==> src/design/ibex_shell_pkg.sv <==
// Shared widths, default cache geometry and key exchange state.
// Cache defaults only seed the top level parameters and may be overridden there.

package ibex_shell_pkg;

  ////////////////////////////////////////////////////////////
  // Register file
  ////////////////////////////////////////////////////////////

  // Address covers 32 registers, RV32E uses the low 16 only
  parameter int unsigned REG_ADDR_W = 5;
  parameter int unsigned REG_DATA_W = 32;

  ////////////////////////////////////////////////////////////
  // Instruction cache geometry
  ////////////////////////////////////////////////////////////

  parameter int unsigned IC_NUM_WAYS_DEFAULT  = 2;
  parameter int unsigned IC_NUM_LINES_DEFAULT = 256;

  // Tag entry including its valid bit
  parameter int unsigned IC_TAG_W_DEFAULT = 22;

  // Two 32-bit bus beats per line
  parameter int unsigned IC_LINE_W_DEFAULT = 64;

  ////////////////////////////////////////////////////////////
  // Scrambling key exchange
  ////////////////////////////////////////////////////////////

  // Key is valid out of reset, a cache request moves to KEY_REQUEST
  typedef enum logic {
    KEY_VALID   = 1'b0,
    KEY_REQUEST = 1'b1
  } scr_key_state_e;

endpackage

==> src/design/regfile_ff.sv <==
// Flip-flop register file, two combinational reads and one write port.
// Clocked by the gated core clock, so writes during sleep are dropped.
// With RV32E the top address bit is ignored and registers alias.

module regfile_ff #(
  parameter bit RV32E = 1'b0
) (
  input  logic                                  clk_i,
  input  logic                                  rst_ni,

  input  logic [ibex_shell_pkg::REG_ADDR_W-1:0] raddr_a_i,
  input  logic [ibex_shell_pkg::REG_ADDR_W-1:0] raddr_b_i,
  input  logic [ibex_shell_pkg::REG_ADDR_W-1:0] waddr_i,
  input  logic [ibex_shell_pkg::REG_DATA_W-1:0] wdata_i,
  input  logic                                  we_i,

  output logic [ibex_shell_pkg::REG_DATA_W-1:0] rdata_a_o,
  output logic [ibex_shell_pkg::REG_DATA_W-1:0] rdata_b_o
);

  import ibex_shell_pkg::*;

  localparam int unsigned NumRegs  = RV32E ? 16 : 32;
  localparam int unsigned AddrUsed = $clog2(NumRegs);

  // Registers 1 upward, register zero is not stored
  logic [NumRegs-1:1][REG_DATA_W-1:0] rf_q;
  logic [NumRegs-1:0][REG_DATA_W-1:0] rf_all;
  logic [NumRegs-1:1]                 we_dec;

  // Write address decode
  always_comb begin
    for (int unsigned i = 1; i < NumRegs; i++) begin
      we_dec[i] = we_i && (waddr_i[AddrUsed-1:0] == AddrUsed'(i));
    end
  end

  always_ff @(posedge clk_i or negedge rst_ni) begin
    if (!rst_ni) begin
      rf_q <= '0;
    end else begin
      for (int unsigned i = 1; i < NumRegs; i++) begin
        if (we_dec[i]) begin
          rf_q[i] <= wdata_i;
        end
      end
    end
  end

  // Zero register tied off below the stored ones
  assign rf_all = {rf_q, REG_DATA_W'(0)};

  assign rdata_a_o = rf_all[raddr_a_i[AddrUsed-1:0]];
  assign rdata_b_o = rf_all[raddr_b_i[AddrUsed-1:0]];

endmodule

==> config.mk <==
export PLATFORM = sky130hd
export DESIGN_NAME = regfile_ff
export DESIGN_NICKNAME = d
export VERILOG_FILES = /design/src/design/ibex_shell_pkg.sv /design/src/design/regfile_ff.sv
export SDC_FILE = /design/constraint.sdc
export NUM_CORES = 2
export LEC_CHECK = 0
export BUFFER_PORTS_ARGS = -buffer_cell sky130_fd_sc_hd__buf_2
export CAP_MARGIN = 20
export CELL_PAD_IN_SITES_DETAIL_PLACEMENT = 0
export CELL_PAD_IN_SITES_GLOBAL_PLACEMENT = 1
export CORE_MARGIN = 10
export CORE_UTILIZATION = 54
export DETAILED_ROUTE_END_ITERATION = 10
export PLACE_DENSITY = 0.87
export SYNTH_ARGS = -nofsm -noshare
export SYNTH_HDL_FRONTEND = slang
export SYNTH_SLANG_ARGS = --single-unit
==> constraint.sdc <==
create_clock -name clk_i -period 2.7 [get_ports clk_i]
set_clock_uncertainty 0.1 [all_clocks]
set_input_delay 0.27 -clock clk_i [delete_from_list [all_inputs] [get_ports clk_i]]
set_output_delay 0.27 -clock clk_i [all_outputs]
set_load 0.02 [all_outputs]
Yosys cells after proc, flatten, opt, wreduce, memory -nomap -nowiden --
Cells that the tools add are included.
Storage, ports and cells: flip-flop bits (word level) 992, bits of input ports 50
Cells by class: $lt $le $gt $ge 2, equality and inequality tests 31, mux-type cells 4, reductions and logical operators 31
Operators with widths (number):
- $bmux 32 s5 | 2
- $eq 5x5->1 const B | 16
- $mux 32 | 2
- $eq 5x4->1 const B | 8
- $logic_and 1x1->1 | 31
- $eq 5x3->1 const B | 4
- $lt 5x6->1 const B | 2
- $eq 5x2->1 const B | 2
- $eq 5x1->1 const B | 1

Longest topological paths before layout --
depth after elaboration 2, gate-level depth with buffers 9, mapped depth without buffers 4

Worst setup path after synthesis --
Ideal clock, no wire load.
path kind input to output, start input port raddr_a_i[0] in the netlist's numbering, end output port rdata_a_o[23] in the netlist's numbering, data arrival time 1837 ps, required time 2330 ps, setup slack 493 ps, stages on the path 9, buffers on the path 5, path through buf_4 > buf_6 > buf_6 > buf_6 > buf_6 > mux2i_1 > o22ai_1 > a211oi_1 > o31ai_1
Between the ends: longest elaborated chain between the ends 2
RTL lines:
- from (decl) | RTL line regfile_ff.sv:11 | input logic [ibex_shell_pkg::REG_ADDR_W-1:0] raddr_a_i,
- $bmux 32 s5 | RTL line regfile_ff.sv:53 | assign rdata_a_o = rf_all[raddr_a_i[AddrUsed-1:0]];
- $mux 32 (implied by the code) | RTL line regfile_ff.sv:53
- to (decl) | RTL line regfile_ff.sv:17 | output logic [ibex_shell_pkg::REG_DATA_W-1:0] rdata_a_o,
Every way passes these cells. The select of a mux whose other input is x is not followed.

Final worst setup path --
start register rf_q, in the netlist rf_all[944], end output port rdata_b_o[16] in the netlist's numbering
Between the ends: longest elaborated chain between the ends 2
RTL lines:
- from (decl) | RTL line regfile_ff.sv:27 | logic [NumRegs-1:1][REG_DATA_W-1:0] rf_q;
- from (signal, indexed assignment) | RTL line regfile_ff.sv:44 | rf_q[i] <= wdata_i;
- $bmux 32 s5 | RTL line regfile_ff.sv:54 | assign rdata_b_o = rf_all[raddr_b_i[AddrUsed-1:0]];
- $mux 32 (implied by the code) | RTL line regfile_ff.sv:54
- to (decl) | RTL line regfile_ff.sv:18 | output logic [ibex_shell_pkg::REG_DATA_W-1:0] rdata_b_o
Every way passes these cells. The select of a mux whose other input is x is not followed.

==> metrics.txt <==
worst setup margin -51.83 ps; Hold Path Class in2async; vias per cell 6.993; Synth Instances 3,639; H-tree depth 3; Final Cell Area 61,100 µm²; crit path DAT 2380 ps; total grt overflow 0; Tcrit/Tclk final 101.9%; worst reg2reg endpoint rf_all[944]; initial antenna violation count 12; GRT met1 Usage 38.77%; sequential-to-total area share from yosys stat 46.64%; r2r setup slk 1570 ps; min Tclk post-route 2752 ps; top cell type's share of synthesized area 46.64%; Post-Place Cells 4,869; GPL Wtd Cong 0.8482; clk sink count 992; Syn Std Cell Area 53,230 µm²; VDD IR-drop max 0.6785 mV; initial drt markers 3,674; Cell Count, Final, Fillers Out 5,084; DRT antenna net count 0; Reg clk slew, reported paths 60 ps; worst slack at placement -262.8 ps; Worst-Margin Slew 956.9 ps; Worst EP required 2330 ps; routed len/inst 31.90 µm; DPL Wire Length 101.2 mm; Netlist cell types 32; row cnt 115; worst-path fanout max 3; Final nets 3,750; first-pass GRT wire length 243.5 mm; max FFs per register 992; power per cell area 739.2 nW/µm²; crit path kind reg2out; starting density of the core 54.24%; Slew headroom 36.07%; P&R area growth vs syn 14.78%; met3 Usage GRT 6.575%; DP Area 56,480 µm²; FF-to-FF path depth 3; root buffer cell clkbuf_16; crit path capture type output port; Startpoint Class flop; Final Hold Fails 0; #FFs+latches synth 992; Max Root-Sink Buffers 3; EDFF count, synth 0; Most Crowded Layer GR met2; met2 Resource Use GR 44.66%; Reg-to-Reg Start rf_all[944]; commonest cells in the netlist 1,033 x mux2_2, 992 x dfrtp_1, 384 x mux4_2; Fmax 0.3634 GHz; dominant cell type by area after synthesis dfrtp_1; TritonRoute pass-1 iters 5; CTS Buf Count 105; All-Layer GR Usage 28.83%; layout cells sized above 1 55.91%; Max Slew Vio Count 0; IO buf count 113; Mean Syn Cell Area 14.63 µm²; Die Area 111,500 µm²; largest net degree at the start of global routing 100; Worst-Skew Late Latency 680 ps; Pwr Total 45.16 mW; IO Pins 114; most common cell in the netlist mux2_2; largest cells by area after synthesis dfrtp_1 47%, mux2_2 22%, mux4_2 16%; yosys warns 0; number of global-route vias before repair 37,002; Die W 334.0 µm; violated checks negative setup slack; CTS tree done; die height 334.0 µm; DRC viols 0; Finish-stage setup viols 9; Pleak 26.64 nW; ys async rst share 100.0%; Via Count 35,553; Filler Cell Count 7,157; Post-Syn Nets 3,689; ys flop type dfrtp_1; Routed Wire Length 162.2 mm; MaxCap Viol Count 0; core area 98,130 µm²; outcome complete, but fails checks; RSZ-0062 raised after global routing yes; Core Util, Final 62.26%
## where the power goes
part / switching [mW] / total [mW] / internal [mW]
clock: 6.20 / 15.2 / 9.02
sequential: 2.24 / 20.0 / 17.8
combinational: 4.06 / 9.91 / 5.84
total: 12.5 / 45.2 / 32.7
## how the worst max path moves through the flow
stage / from / slack, ps / end / cells after the start
2_1_floorplan: raddr_a_i[0] / 490 / rdata_a_o[23] / 9
6_report: rf_all[944] / -50 / rdata_b_o[16] / 5
3_3_place_gp: raddr_a_i[1] / -240 / rdata_a_o[30] / 8
5_1_grt: rf_all[944] / -80 / rdata_b_o[16] / 5
3_5_place_dp: raddr_a_i[1] / -260 / rdata_a_o[30] / 8
4_1_cts: rf_all[848] / -60 / rdata_b_o[16] / 5
## critical path, cell delays in order (launching register included)
cell,delay (ps)
dfrtp_1,400
mux4_2,480
a22o_1,290
o21ai_4,240
o31ai_4,120
buf_6,170
## cells by family (layout without fill, tap and decap cells)
logic type / count (synthesis) / in the layout / share of synthesized area [%]
flops: 992 / 992 / 46.64
simple gates: 189 / 189 / 1.810
buf+inv: 410 / 561 / 3.636
other cells: 0 / 7 / 0
compound gates: 448 / 448 / 6.319
mux: 1600 / 1600 / 41.60
## layout by cell type, fill, tap and decap left out, types with 10 or more instances in the layout
cell type and count:
buf_6 19, clkinv_2 26, mux2i_1 160, o21ai_2 56
a211oi_1 53, buf_12 74, a22o_1 192, o31ai_1 20
dfrtp_1 992, a211oi_2 11, clkbuf_8 21, nand2_2 13
and2_1 32, nor2_4 14, mux2_1 23, buf_2 65
o31ai_2 25, o31ai_4 19, mux2_2 1033, o22ai_1 64
nand2_1 66, bufinv_16 10, clkbuf_1 19, and3_1 32
clkbuf_16 111, mux4_2 384, buf_4 198
## area by class of cell
cell class | instances | area (µm²) | area share [%]
diodes | 7 | 17.52 | 0.02867
multi-input cells | 2237 | 27390 | 44.84
clock buffers | 151 | 3138 | 5.136
well taps | 1287 | 1610 | 2.636
inverters | 2 | 8.758 | 0.01434
repair buffers | 362 | 3592 | 5.880
clock inverters | 46 | 513.0 | 0.8396
flip-flops and latches | 992 | 24820 | 40.63
## per-stage QoR
| step | setup TNS (ps) | hold WS, ps |
|---|---|---|
| 6_report | -122.9 | 40.82 |
| 5_1_grt | -871.4 | 57.09 |
| 4_1_cts | -398.3 | 22.56 |
| 3_5_place_dp | -468.3 | 156.8 |
| 3_3_place_gp | -425.8 | 155.6 |
| 2_1_floorplan | 0 | -125.6 |
## metal layers
metal	vias to the layer above	routed length, µm
met1	18978	64030
met5	-	32
li1	14227	-
met3	410	15240
met4	6	7165
met2	1932	75740
## what timing repair did
action,CTS,global route
setup endpoints to repair,52,52
buffers inserted,6,8
hold endpoints to repair,836,0
gates resized for setup,131,64
hold buffers,1,0
cloned,0,0
pin swaps,41,48
(Power assumes the default switching activity.)
